[src/hw/apu_audio_pkg.sv]
package apu_audio_pkg;

	// one channel output level
	typedef logic [3:0] sample_t;

	typedef logic [2:0] master_vol_t;

	// sum of up to four channels on one side, max 60
	typedef logic [5:0] sum_t;

	// master volume plus one, 1..8
	typedef logic [3:0] gain_t;

	typedef logic [8:0] mix_t;     // side output, max 60 * 8

	typedef logic [10:0] period_t;

	localparam period_t PERIOD_MAX = 11'd2047;  // counter reloads past this

	localparam int SIDE_CHANNELS = 4;  // mixer inputs per side

endpackage

[src/hw/apu_reg_pkg.sv]
package apu_reg_pkg;

	typedef logic [7:0] reg_addr_t;  // low byte of the ff00 page
	typedef logic [7:0] reg_data_t;
	typedef logic [1:0] chan_reg_t;  // register inside one channel
	typedef logic [1:0] duty_t;
	typedef logic [5:0] len_field_t;

	localparam int NUM_CHANNELS = 4;

	localparam reg_addr_t ADDR_CH_BASE = 8'h10;  // channel n at base + 4n
	localparam reg_addr_t ADDR_NR50    = 8'h24;  // master volume
	localparam reg_addr_t ADDR_NR51    = 8'h25;  // panning, low nibble left
	localparam reg_addr_t ADDR_NR52    = 8'h26;  // power and status

	localparam int NR50_LEFT_LSB  = 0;
	localparam int NR50_RIGHT_LSB = 4;
	localparam int NR51_RIGHT_LSB = 4;
	localparam int NR52_POWER_BIT = 7;

	// channel register map
	localparam chan_reg_t CH_REG_DUTY_LEN  = 2'd0;
	localparam chan_reg_t CH_REG_VOLUME    = 2'd1;
	localparam chan_reg_t CH_REG_PERIOD_LO = 2'd2;
	localparam chan_reg_t CH_REG_PERIOD_HI = 2'd3;

	localparam int DUTY_LSB   = 6;  // reg 0
	localparam int LEN_LSB    = 0;  // reg 0
	localparam int VOL_LSB    = 0;  // reg 1
	localparam int TRIG_BIT   = 7;  // reg 3
	localparam int LEN_EN_BIT = 6;  // reg 3
	localparam int PER_HI_LSB = 0;  // reg 3, three bits

endpackage

[src/hw/apu_channel.sv]
`timescale 1ns/10ps

module apu_channel
	import apu_reg_pkg::*;
	import apu_audio_pkg::*;
(
	input  logic      apuv_4mhz,
	input  logic      rst,
	input  logic      apu_reset,
	input  logic      wr,
	input  chan_reg_t reg_sel,
	input  reg_data_t reg_wdata,
	input  logic      tick_1mhz,
	input  logic      frame_tick,
	output sample_t   sample,
	output logic      active
);

	duty_t      duty;
	sample_t    volume;
	period_t    period;
	logic       len_en;
	len_field_t len_field;
	period_t    period_cnt;
	logic [2:0] duty_step;    // one of 8
	logic [6:0] len_cnt;      // 1..64 after trigger
	logic [7:0] duty_wave;
	logic       trigger;
	period_t    trig_period;

	assign trigger     = wr && (reg_sel == CH_REG_PERIOD_HI) && reg_wdata[TRIG_BIT];
	assign trig_period = {reg_wdata[PER_HI_LSB +: 3], period[7:0]};  // includes new high bits

	always_ff @(posedge apuv_4mhz) begin
		if (rst || apu_reset) begin
			duty      <= '0;
			volume    <= '0;
			period    <= '0;
			len_en    <= 1'b0;
			len_field <= '0;
		end else if (wr) begin
			case (reg_sel)
				CH_REG_DUTY_LEN: begin
					duty      <= reg_wdata[DUTY_LSB +: $bits(duty_t)];
					len_field <= reg_wdata[LEN_LSB +: $bits(len_field_t)];
				end
				CH_REG_VOLUME:    volume <= reg_wdata[VOL_LSB +: $bits(sample_t)];
				CH_REG_PERIOD_LO: period[7:0] <= reg_wdata;
				CH_REG_PERIOD_HI: begin
					period[10:8] <= reg_wdata[PER_HI_LSB +: 3];
					len_en       <= reg_wdata[LEN_EN_BIT];
				end
				default: ;
			endcase
		end
	end

	// sequencer and length counter
	always_ff @(posedge apuv_4mhz) begin
		if (rst || apu_reset) begin
			active     <= 1'b0;
			period_cnt <= '0;
			duty_step  <= '0;
			len_cnt    <= '0;
		end else if (trigger) begin
			active     <= 1'b1;
			period_cnt <= trig_period;
			duty_step  <= '0;
			len_cnt    <= 7'd64 - 7'(len_field);
		end else begin
			if (tick_1mhz && active) begin
				if (period_cnt == PERIOD_MAX) begin
					period_cnt <= period;
					duty_step  <= duty_step + 3'd1;
				end else
					period_cnt <= period_cnt + 11'd1;
			end
			if (frame_tick && len_en && len_cnt != '0)
				len_cnt <= len_cnt - 7'd1;
			if (len_en && len_cnt == '0)
				active <= 1'b0;  // one cycle after reaching zero
		end
	end

	always_comb begin
		case (duty)
			2'd0:    duty_wave = 8'b0000_0001;  // 12.5%
			2'd1:    duty_wave = 8'b1000_0001;  // 25%
			2'd2:    duty_wave = 8'b1000_0111;  // 50%
			default: duty_wave = 8'b0111_1110;  // 75%
		endcase
	end

	assign sample = (active && duty_wave[duty_step]) ? volume : '0;

endmodule

[src/hw/apu_control.sv]
`timescale 1ns/10ps

module apu_control
	import apu_reg_pkg::*;
	import apu_audio_pkg::*;
#(
	parameter int FRAME_DIV = 16384
) (
	input  logic                    apuv_4mhz,
	input  logic                    rst,
	input  logic                    cpu_rd,
	input  logic                    cpu_wr,
	input  reg_addr_t               addr,
	input  reg_data_t               wdata,
	input  logic [NUM_CHANNELS-1:0] chan_active,
	output reg_data_t               rdata,
	output logic [NUM_CHANNELS-1:0] chan_wr,
	output chan_reg_t               reg_sel,
	output reg_data_t               reg_wdata,
	output logic                    tick_1mhz,
	output logic                    frame_tick,
	output logic                    apu_reset,
	output reg_data_t               pan,
	output master_vol_t             master_left,
	output master_vol_t             master_right
);

	localparam int FRAME_W = (FRAME_DIV > 1) ? $clog2(FRAME_DIV) : 1;

	typedef enum logic [1:0] {
		OFF,
		WAKE,
		ON
	} pwr_state_t;

	pwr_state_t         state;
	reg_data_t          nr50;
	reg_data_t          nr51;
	reg_data_t          nr52_rd;
	logic               powered;
	logic               wr_ok;
	logic               nr52_wr;
	logic               pwr_on_wr;
	logic               pwr_off_wr;
	logic               in_ch;     // address inside the channel window
	reg_addr_t          ch_off;
	logic [1:0]         div_cnt;
	logic [FRAME_W-1:0] frame_cnt;

	assign powered    = (state != OFF);
	assign apu_reset  = (state == OFF);
	assign wr_ok      = cpu_wr && powered;  // only 0x26 is writable while off
	assign nr52_wr    = cpu_wr && (addr == ADDR_NR52);
	assign pwr_on_wr  = nr52_wr && wdata[NR52_POWER_BIT];
	assign pwr_off_wr = nr52_wr && !wdata[NR52_POWER_BIT];

	// channel window decode
	assign ch_off = addr - ADDR_CH_BASE;
	assign in_ch  = (addr >= ADDR_CH_BASE) &&
	                (addr < ADDR_CH_BASE + reg_addr_t'(4 * NUM_CHANNELS));

	always_comb begin
		for (int n = 0; n < NUM_CHANNELS; n++)
			chan_wr[n] = wr_ok && in_ch && (ch_off[7:2] == 6'(n));
	end

	assign reg_sel   = ch_off[1:0];
	assign reg_wdata = wdata;

	always_ff @(posedge apuv_4mhz) begin
		if (rst)
			state <= OFF;
		else begin
			case (state)
				OFF:     if (pwr_on_wr) state <= WAKE;
				WAKE:    state <= pwr_off_wr ? OFF : ON;  // dividers restart here
				ON:      if (pwr_off_wr) state <= OFF;
				default: state <= OFF;
			endcase
		end
	end

	// master volume and panning, cleared by power off
	always_ff @(posedge apuv_4mhz) begin
		if (rst || pwr_off_wr) begin
			nr50 <= '0;
			nr51 <= '0;
		end else if (wr_ok) begin
			if (addr == ADDR_NR50)
				nr50 <= wdata;
			if (addr == ADDR_NR51)
				nr51 <= wdata;
		end
	end

	assign pan          = nr51;
	assign master_left  = nr50[NR50_LEFT_LSB +: $bits(master_vol_t)];
	assign master_right = nr50[NR50_RIGHT_LSB +: $bits(master_vol_t)];

	always_comb begin
		nr52_rd                      = '0;
		nr52_rd[NR52_POWER_BIT]      = powered;
		nr52_rd[NUM_CHANNELS-1:0]    = chan_active;
	end

	always_ff @(posedge apuv_4mhz) begin
		if (rst)
			rdata <= '0;
		else if (cpu_rd) begin
			case (addr)
				ADDR_NR50: rdata <= nr50;
				ADDR_NR51: rdata <= nr51;
				ADDR_NR52: rdata <= nr52_rd;
				default:   rdata <= 8'hFF;  // channel regs read back as ff
			endcase
		end
	end

	// clock enables, both counters stopped until ON
	always_ff @(posedge apuv_4mhz) begin
		if (rst || state != ON) begin
			div_cnt   <= '0;
			frame_cnt <= '0;
		end else begin
			div_cnt   <= div_cnt + 2'd1;
			frame_cnt <= frame_tick ? '0 : frame_cnt + FRAME_W'(1);
		end
	end

	assign tick_1mhz  = (state == ON) && (div_cnt == 2'd3);
	assign frame_tick = (state == ON) && (frame_cnt == FRAME_W'(FRAME_DIV - 1));

endmodule

[src/hw/apu_mixer.sv]
`timescale 1ns/10ps

module apu_mixer
	import apu_audio_pkg::*;
(
	input  logic        apuv_4mhz,
	input  logic        rst,
	input  sample_t     sample0,
	input  sample_t     sample1,
	input  sample_t     sample2,
	input  sample_t     sample3,
	input  logic [7:0]  pan,
	input  master_vol_t master_left,
	input  master_vol_t master_right,
	output mix_t        left_out,
	output mix_t        right_out
);

	sample_t samples [SIDE_CHANNELS];
	sum_t    sum_l;
	sum_t    sum_r;
	gain_t   gain_l;
	gain_t   gain_r;
	mix_t    prod_l;
	mix_t    prod_r;

	assign samples[0] = sample0;
	assign samples[1] = sample1;
	assign samples[2] = sample2;
	assign samples[3] = sample3;

	// low pan nibble feeds left, high nibble right
	always_comb begin
		sum_l = '0;
		sum_r = '0;
		for (int i = 0; i < SIDE_CHANNELS; i++) begin
			if (pan[i])
				sum_l = sum_l + sum_t'(samples[i]);
			if (pan[i + SIDE_CHANNELS])
				sum_r = sum_r + sum_t'(samples[i]);
		end
	end

	assign gain_l = gain_t'(master_left) + gain_t'(1);  // 0..7 maps to x1..x8
	assign gain_r = gain_t'(master_right) + gain_t'(1);
	assign prod_l = mix_t'(sum_l) * mix_t'(gain_l);
	assign prod_r = mix_t'(sum_r) * mix_t'(gain_r);

	always_ff @(posedge apuv_4mhz) begin
		if (rst) begin
			left_out  <= '0;
			right_out <= '0;
		end else begin
			left_out  <= prod_l;
			right_out <= prod_r;
		end
	end

endmodule

[src/hw/apu_top.sv]
`timescale 1ns/10ps

module apu_top
	import apu_reg_pkg::*;
	import apu_audio_pkg::*;
#(
	parameter int FRAME_DIV = 16384
) (
	input  logic                    apuv_4mhz,
	input  logic                    rst,
	input  logic                    cpu_rd,
	input  logic                    cpu_wr,
	input  reg_addr_t               addr,
	input  reg_data_t               wdata,
	output reg_data_t               rdata,
	output mix_t                    left_out,
	output mix_t                    right_out,
	output logic [NUM_CHANNELS-1:0] chan_active
);

	logic [NUM_CHANNELS-1:0] chan_wr;
	chan_reg_t               reg_sel;
	reg_data_t               reg_wdata;
	logic                    tick_1mhz;
	logic                    frame_tick;
	logic                    apu_reset;
	reg_data_t               pan;
	master_vol_t             master_left;
	master_vol_t             master_right;
	sample_t                 samples [NUM_CHANNELS];

	apu_control #(
		.FRAME_DIV(FRAME_DIV)
	) apu_control_i (
		.apuv_4mhz   (apuv_4mhz),
		.rst         (rst),
		.cpu_rd      (cpu_rd),
		.cpu_wr      (cpu_wr),
		.addr        (addr),
		.wdata       (wdata),
		.chan_active (chan_active),
		.rdata       (rdata),
		.chan_wr     (chan_wr),
		.reg_sel     (reg_sel),
		.reg_wdata   (reg_wdata),
		.tick_1mhz   (tick_1mhz),
		.frame_tick  (frame_tick),
		.apu_reset   (apu_reset),
		.pan         (pan),
		.master_left (master_left),
		.master_right(master_right)
	);

	for (genvar n = 0; n < NUM_CHANNELS; n++) begin : g_chan
		apu_channel apu_channel_i (
			.apuv_4mhz (apuv_4mhz),
			.rst       (rst),
			.apu_reset (apu_reset),
			.wr        (chan_wr[n]),
			.reg_sel   (reg_sel),
			.reg_wdata (reg_wdata),
			.tick_1mhz (tick_1mhz),
			.frame_tick(frame_tick),
			.sample    (samples[n]),
			.active    (chan_active[n])
		);
	end

	apu_mixer apu_mixer_i (
		.apuv_4mhz   (apuv_4mhz),
		.rst         (rst),
		.sample0     (samples[0]),
		.sample1     (samples[1]),
		.sample2     (samples[2]),
		.sample3     (samples[3]),
		.pan         (pan),
		.master_left (master_left),
		.master_right(master_right),
		.left_out    (left_out),
		.right_out   (right_out)
	);

endmodule

[config.mk]
export PLATFORM = sky130hd
export DESIGN_NAME = apu_top
export DESIGN_NICKNAME = d
export VERILOG_FILES = /design/src/hw/apu_audio_pkg.sv /design/src/hw/apu_reg_pkg.sv /design/src/hw/apu_channel.sv /design/src/hw/apu_control.sv /design/src/hw/apu_mixer.sv /design/src/hw/apu_top.sv
export SDC_FILE = /design/constraint.sdc
export NUM_CORES = 1
export LEC_CHECK = 0
export BUFFER_PORTS_ARGS = -buffer_cell sky130_fd_sc_hd__buf_2
export CAP_MARGIN = 20
export CORE_MARGIN = 3
export CORE_UTILIZATION = 40
export CTS_CLUSTER_DIAMETER = 30
export DETAILED_ROUTE_END_ITERATION = 10
export MAX_ROUTING_LAYER = met4
export PLACE_DENSITY_LB_ADDON = 0.15
export SYNTH_ARGS = -nofsm -noshare
export SYNTH_HDL_FRONTEND = slang
export SYNTH_SLANG_ARGS = --single-unit
[constraint.sdc]
create_clock -name apuv_4mhz -period 8 [get_ports apuv_4mhz]
set_clock_uncertainty 0.05 [all_clocks]
set_input_delay 0 -clock apuv_4mhz [delete_from_list [all_inputs] [get_ports apuv_4mhz]]
set_output_delay 0 -clock apuv_4mhz [all_outputs]
set_load 0.005 [all_outputs]
=== Yosys cells after proc, flatten, opt, wreduce, memory -nomap -nowiden ===
Cells that the tools add are included.
W data, S select, Z words.

* Flip-flop bits (word level): 244
* Bits of input ports: 20
* Logic and storage cells: 268

* Add/subtract/negate cells: 27
* Multipliers: 2
* $lt $le $gt $ge: 6
* Eq/ne operators: 28
* Mux-type cells: 57
* Reductions and logical operators: 100

{| class="wikitable"
|+ Operators with widths
! cell !! number
|-
| $mux W11 || 12
|-
| $pmux W8 S3 || 5
|-
| $mux W7 || 8
|-
| $reduce_and A2 Y1 || 23
|-
| $add A11 B1 Y11 const B || 4
|-
| $eq A11 B11 Y1 const B || 4
|-
| $logic_and A1 B1 Y1 || 40
|-
| $mux W6 || 6
|-
| $logic_not A7 Y1 || 4
|-
| $reduce_bool A7 Y1 || 4
|-
| $sub A7 B1 Y7 const B || 4
|-
| $sub A7 B6 Y7 const A || 4
|-
| $reduce_bool A2 Y1 || 13
|-
| $add A6 B4 Y6 || 4
|-
| $eq A8 B6 Y1 const B || 3
|-
| $mux W4 || 6
|-
| $mul A6 B4 Y9 || 2
|-
| $eq A2 B2 Y1 const B || 8
|-
| $lt A3 B4 Y1 const B || 4
|-
| $add A14 B1 Y14 const B || 1
|-
| $eq A14 B14 Y1 const B || 1
|-
| $add A3 B1 Y3 const B || 4
|-
| $bmux W1 S3 || 4
|-
| $eq A2 B1 Y1 const B || 6
|-
| 18 further kinds || 46
|}

=== Longest topological paths before layout ===
* Depth in word-level cells: 14
* Gate-level depth with buffers: 34

=== Hierarchy ===
From an unflattened synthesis, not the netlist that was laid out.

* Cell total of the unflattened synthesis: 1705
* Area total of the unflattened synthesis: 14531.4 um^2

{| class="wikitable"
|+ Modules (own cells, without submodules)
! module !! times used !! cells each !! area an instance (um^2) !! seq. area each (um^2)
|-
| apu_channel || 4 || 284 || 2366.0 || 920.9
|-
| apu_mixer || 1 || 356 || 3075.4 || 360.3
|-
| apu_control || 1 || 213 || 1991.9 || 840.8
|}

=== Worst setup path before layout ===
OpenSTA, ideal clock, no wires.

* Path type: reg2reg
* From: register g_chan[0].apu_channel_i.duty[0]
* To: register apu_mixer_i.left_out[8]
* Setup time: 0.140 ns
* Data arrival time: 6.919 ns
* Data required time: 7.810 ns
* Slack: 0.891 ns
* Stages on the path, launching flop included: 35
* Period minus slack after synthesis: 7.109 ns
* Cell sequence: dfxtp_1 -> inv_1 -> ha_1 -> or3b_1 -> a31oi_4 -> a21oi_1 -> and3_1 -> ha_1 -> ha_1 -> a21oi_1 -> xnor2_1 -> mux2_2 -> ha_1 -> a21oi_1 -> xnor2_1 -> nor2_1 -> a41oi_1 -> ha_1 -> nor2b_1 -> o21ai_0 -> xnor2_1 -> xnor2_1 -> and2_1 -> fa_1 -> inv_1 -> fa_1 -> inv_1 -> ha_1 -> a21oi_1 -> o21bai_1 -> a21oi_1 -> xnor2_1 -> a311oi_1 -> a221oi_1 -> o221ai_1

* Longest elaborated chain between the ends: 14
* Elaborated cells between the ends (all ways): 16
* Those cells by class: 3 x add/sub; 1 x mul; 2 x eq/ne; 8 x mux; 2 x reduce/logical

{| class="wikitable"
|+ Ends and longest elaborated chain
! what !! RTL line !! source
|-
| start, declared || apu_channel.sv:19 || <nowiki>duty_t duty;</nowiki>
|-
| start signal, assigned || apu_channel.sv:44 || <nowiki>duty <= reg_wdata[DUTY_LSB +: $bits(duty_t)];</nowiki>
|-
| $eq A2 B2 Y1, or another cell as far along || apu_channel.sv:86 || <nowiki>case (duty)</nowiki>
|-
| $pmux W8 S3 (*) || apu_channel.sv:86 ||
|-
| $bmux W1 S3 (*) || apu_channel.sv:94 || <nowiki>assign sample = (active && duty_wave[duty_step]) ? volume : '0;</nowiki>
|-
| $mux W1 (implied by the code) (*) || apu_channel.sv:94 ||
|-
| $logic_and A1 B1 Y1 (*) || apu_channel.sv:94 ||
|-
| $mux W4 (*) || apu_channel.sv:94 ||
|-
| $mux W4 (*) || apu_mixer.sv:37 || <nowiki>if (pan[i])</nowiki>
|-
| $add A4 B4 Y5 || apu_mixer.sv:38 || <nowiki>sum_l = sum_l + sum_t'(samples[i]);</nowiki>
|-
| $mux W6 (*) || apu_mixer.sv:37 ||
|-
| $add A6 B4 Y6 || apu_mixer.sv:38 ||
|-
| $mux W6 (*) || apu_mixer.sv:37 ||
|-
| $add A6 B4 Y6 || apu_mixer.sv:38 ||
|-
| $mux W6 (*) || apu_mixer.sv:37 ||
|-
| $mul A6 B4 Y9 (*) || apu_mixer.sv:46 || <nowiki>assign prod_l = mix_t'(sum_l) * mix_t'(gain_l);</nowiki>
|-
| end signal, assigned || apu_mixer.sv:54 || <nowiki>left_out <= prod_l;</nowiki>
|-
| end, declared || apu_mixer.sv:15 || <nowiki>output mix_t left_out,</nowiki>
|}

Mark *: on every way between the ends. The rest lies on a longest branch, timed or not. The select of a mux whose other input is x is not followed.
A chain may end at the register's enable or synchronous reset.

=== Worst setup path in the final report ===
Same ends and word-level chain as after synthesis.

==> metrics.yaml <==
status: "complete, no violations"
numPortBuffers: 49
slowest_stage: "fa_1"
top_layer_used: "met4"
synthFlopType: "dfxtp_1"
setup_viol: 0
cts_num_sinks: 244
slew_violations: 0
die_h_um: 194
leakagePower_nw: 6.79
layout-drive-gt1-share_pct: 11.3
grt_pass1_wl_um: 61900
gp_congestion: 0.821
ys_ff_latch: 244
synthAdderAreaFrac_pct: 10.1
final_common_cell: "dfxtp_1"
m1WireLength_um: 17900
slew_headroom_pct: 43.7
avgSynthCellArea_um2: 8.10
clock.fmax_mhz: 132
cp_top_family: "adder cells"
clkLatencyLatePin_ns: 0.56
grt_overflow: 0
synth_xor_area_share_pct: 5.70
row_count: 68
drc: 0
maxCapViolCount: 0
final_cell_mix: "244 x dfxtp_1, 211 x nor2_1, 180 x nand2_1, 153 x a21oi_1, 92 x nand3_1"
start_util_pct: 40.7
cts_tree: "built"
detail_route.iter0.violations: 649
finalCritPeriodShare_pct: 94.5
synth_top_family_by_area: "simple AND/OR/NAND/NOR gates"
synth-seq-area-share_pct: 34.6
synthCells: 1744
ant_nets: 0
fin_setup_tns_ns: 0
final_core_util_pct: 49.9
antenna_found_initial: 0
h-tree-depth: 3
worstPathMaxFanout: 6
fin_crit_ns: 7.56
numCtsBuffers: 67
final_cells: 2313
post_drt_wl_per_cell_um: 16.2
grt_max_degree: 79
die_area_mm2: 0.0376
p_per_area_mw_per_mm2: 237
pin_count: 50
hp-class: "primary input to flip-flop"
ys_types: 74
reg2reg_slack_ns: 0.44
ir_drop_mv: 0.166
hold_viol: 0
grt_usage_pct: 20.4
slowest_delay_ns: 0.53
first_global_vias: 12057
fp.coreArea_mm2: 0.0347
rsz0062_at_grt: "true"
required_ns: 8.36
synth_mux_area_share_pct: 4.20
crit_type: "flip-flop to flip-flop"
synth_compound_area_share_pct: 16.0
path_clk_slew_ns: 0.04
area_delta_synth_final_pct: 22.5
cts_root_buffer: "clkbuf_16"
vias: 12305
clockBufferDepth: 3
tightest_slew_ns: 0.837
synth_edf_count: 0
fp.dieW_um: 194
worst_path_most_repeated_cell: "ha_1"
ys_warn_count: 0
wl_met2_um: 17300
hpwl_um: 25000
post_drt_via_cell_ratio: 5.32
routed_wl_um: 37600
syn_nets: 1864
end_kind: "flip-flop"
finalNetCount: 1924
critPathArrivalTime_ns: 7.93
dr.pass1.iters: 5
crit_buf_inv: 3
wl_met3_um: 1580
dp_cells: 2172
ys_async_sr_fraction_pct: 0
cp-start-kind: "flip-flop"
mappedNetlistArea_mm2: 0.0141
synthSimpleGateAreaFrac_pct: 24.8
==> path summary, 6_finish.rpt <==
path | startpoint | end | depth (start not counted)
worst min-delay path | addr[6] | apu_control_i.rdata[2] | 5
worst min register to register | apu_control_i.div_cnt[0] | apu_control_i.div_cnt[0] | 1
worst max register to register | g_chan[0].apu_channel_i.duty[0] | apu_mixer_i.left_out[8] | 34
worst max-delay path | g_chan[0].apu_channel_i.duty[0] | apu_mixer_i.left_out[8] | 34
==> cells in the mapped netlist, drive strengths merged, types with 17 or more instances <==
cell type	number	area (um^2)
dfxtp	244	4880
nor2	211	792
nand2	180	676
a21oi	156	781
nand3	92	460
clkbuf	80	300
ha	80	1000
inv	80	300
xnor2	62	543
nor3	56	285
mux2i	51	510
o21ai	39	195
a211oi	33	270
and3	32	200
nor2b	30	188
xor2	30	263
and2	24	150
fa	20	400
nand2b	18	113
nand4	17	106
==> kinds of logic after synthesis <==
family | after synthesis
compound gates | 352
xor+xnor | 92
fa+ha+maj | 102
buf+inv | 171
flops | 244
mux | 58
simple gates | 725
==> cell type report <==
cell class | count | area, um^2
inverter | 80 | 300
antenna | 1 | 2.50
timing repair buffer | 82 | 536
multi-input combinational | 1329 | 8620
clock inverter | 29 | 445
tap | 455 | 569
fill | 3318 | 17400
clock buffer | 93 | 1970
sequential | 244 | 4880
==> stage by stage <==
step	total power, mW	cell area (um^2)	hold slack [ns]	setup slack (ns)
floorplan	1.27	14100	0.0975	0.891
global placement	1.30	14700	0.261	0.513
detailed placement	1.30	14700	0.261	0.342
CTS	4.17	17300	0.0743	0.274
global route	4.24	17300	0.136	-0.0356
finish	4.11	17300	0.0941	0.436
==> layer usage <==
| metal | up-vias | GRT usage (%) |
|---|---|---|
| met2 | 227 | 32.5 |
| met1 | 5771 | 26.2 |
| li1 | 6244 | - |
| met5 | - | - |
| met4 | 0 | 6.73 |
| met3 | 63 | 3.89 |
==> worst register-to-register path: cells and delay by family (launching register included) <==
family / cells / cell delay, ns
adder cells (fa/ha/maj): 8 / 2.63
AO/OA/AOI/OAI: 12 / 2.20
AND/OR/NAND/NOR: 5 / 1.01
XOR/XNOR: 5 / 0.72
flip-flops: 1 / 0.37
multiplexers: 1 / 0.29
buffers and inverters: 3 / 0.15
==> repair_timing <==
action	in CTS	in global routing
buffers inserted	0	1
hold buffers	17	0
gates resized for setup	0	6
hold endpoints to repair	102	0
endpoints found under the setup margin	0	1
==> power by group <==
part           total (mW)  switching [mW]  leakage [nW]  internal, mW
registers            1.23         0.00217          1.97          1.22
logic              0.0616          0.0437          3.65        0.0180
clock network        2.82           0.800          1.17          2.02
==> flip-flops by register name (all words and copies together) (netlist names) <==
register,cells
g_chan.apu_channel_i.duty_step,12
apu_control_i.nr50,8
apu_control_i.rdata,8
apu_control_i.pan,8
g_chan.apu_channel_i.duty,8
apu_control_i.div_cnt,2
g_chan.apu_channel_i.len_cnt,28
g_chan.apu_channel_i.volume,16
g_chan.apu_channel_i.period_cnt,44
apu_control_i.frame_cnt,14
g_chan.apu_channel_i.len_field,24
g_chan.apu_channel_i.active,4
g_chan.apu_channel_i.len_en,4
g_chan.apu_channel_i.period,44
apu_mixer_i.left_out,9
apu_control_i.state,2
apu_mixer_i.right_out,9
No activity file was read; power rests on OpenSTA's default activity.
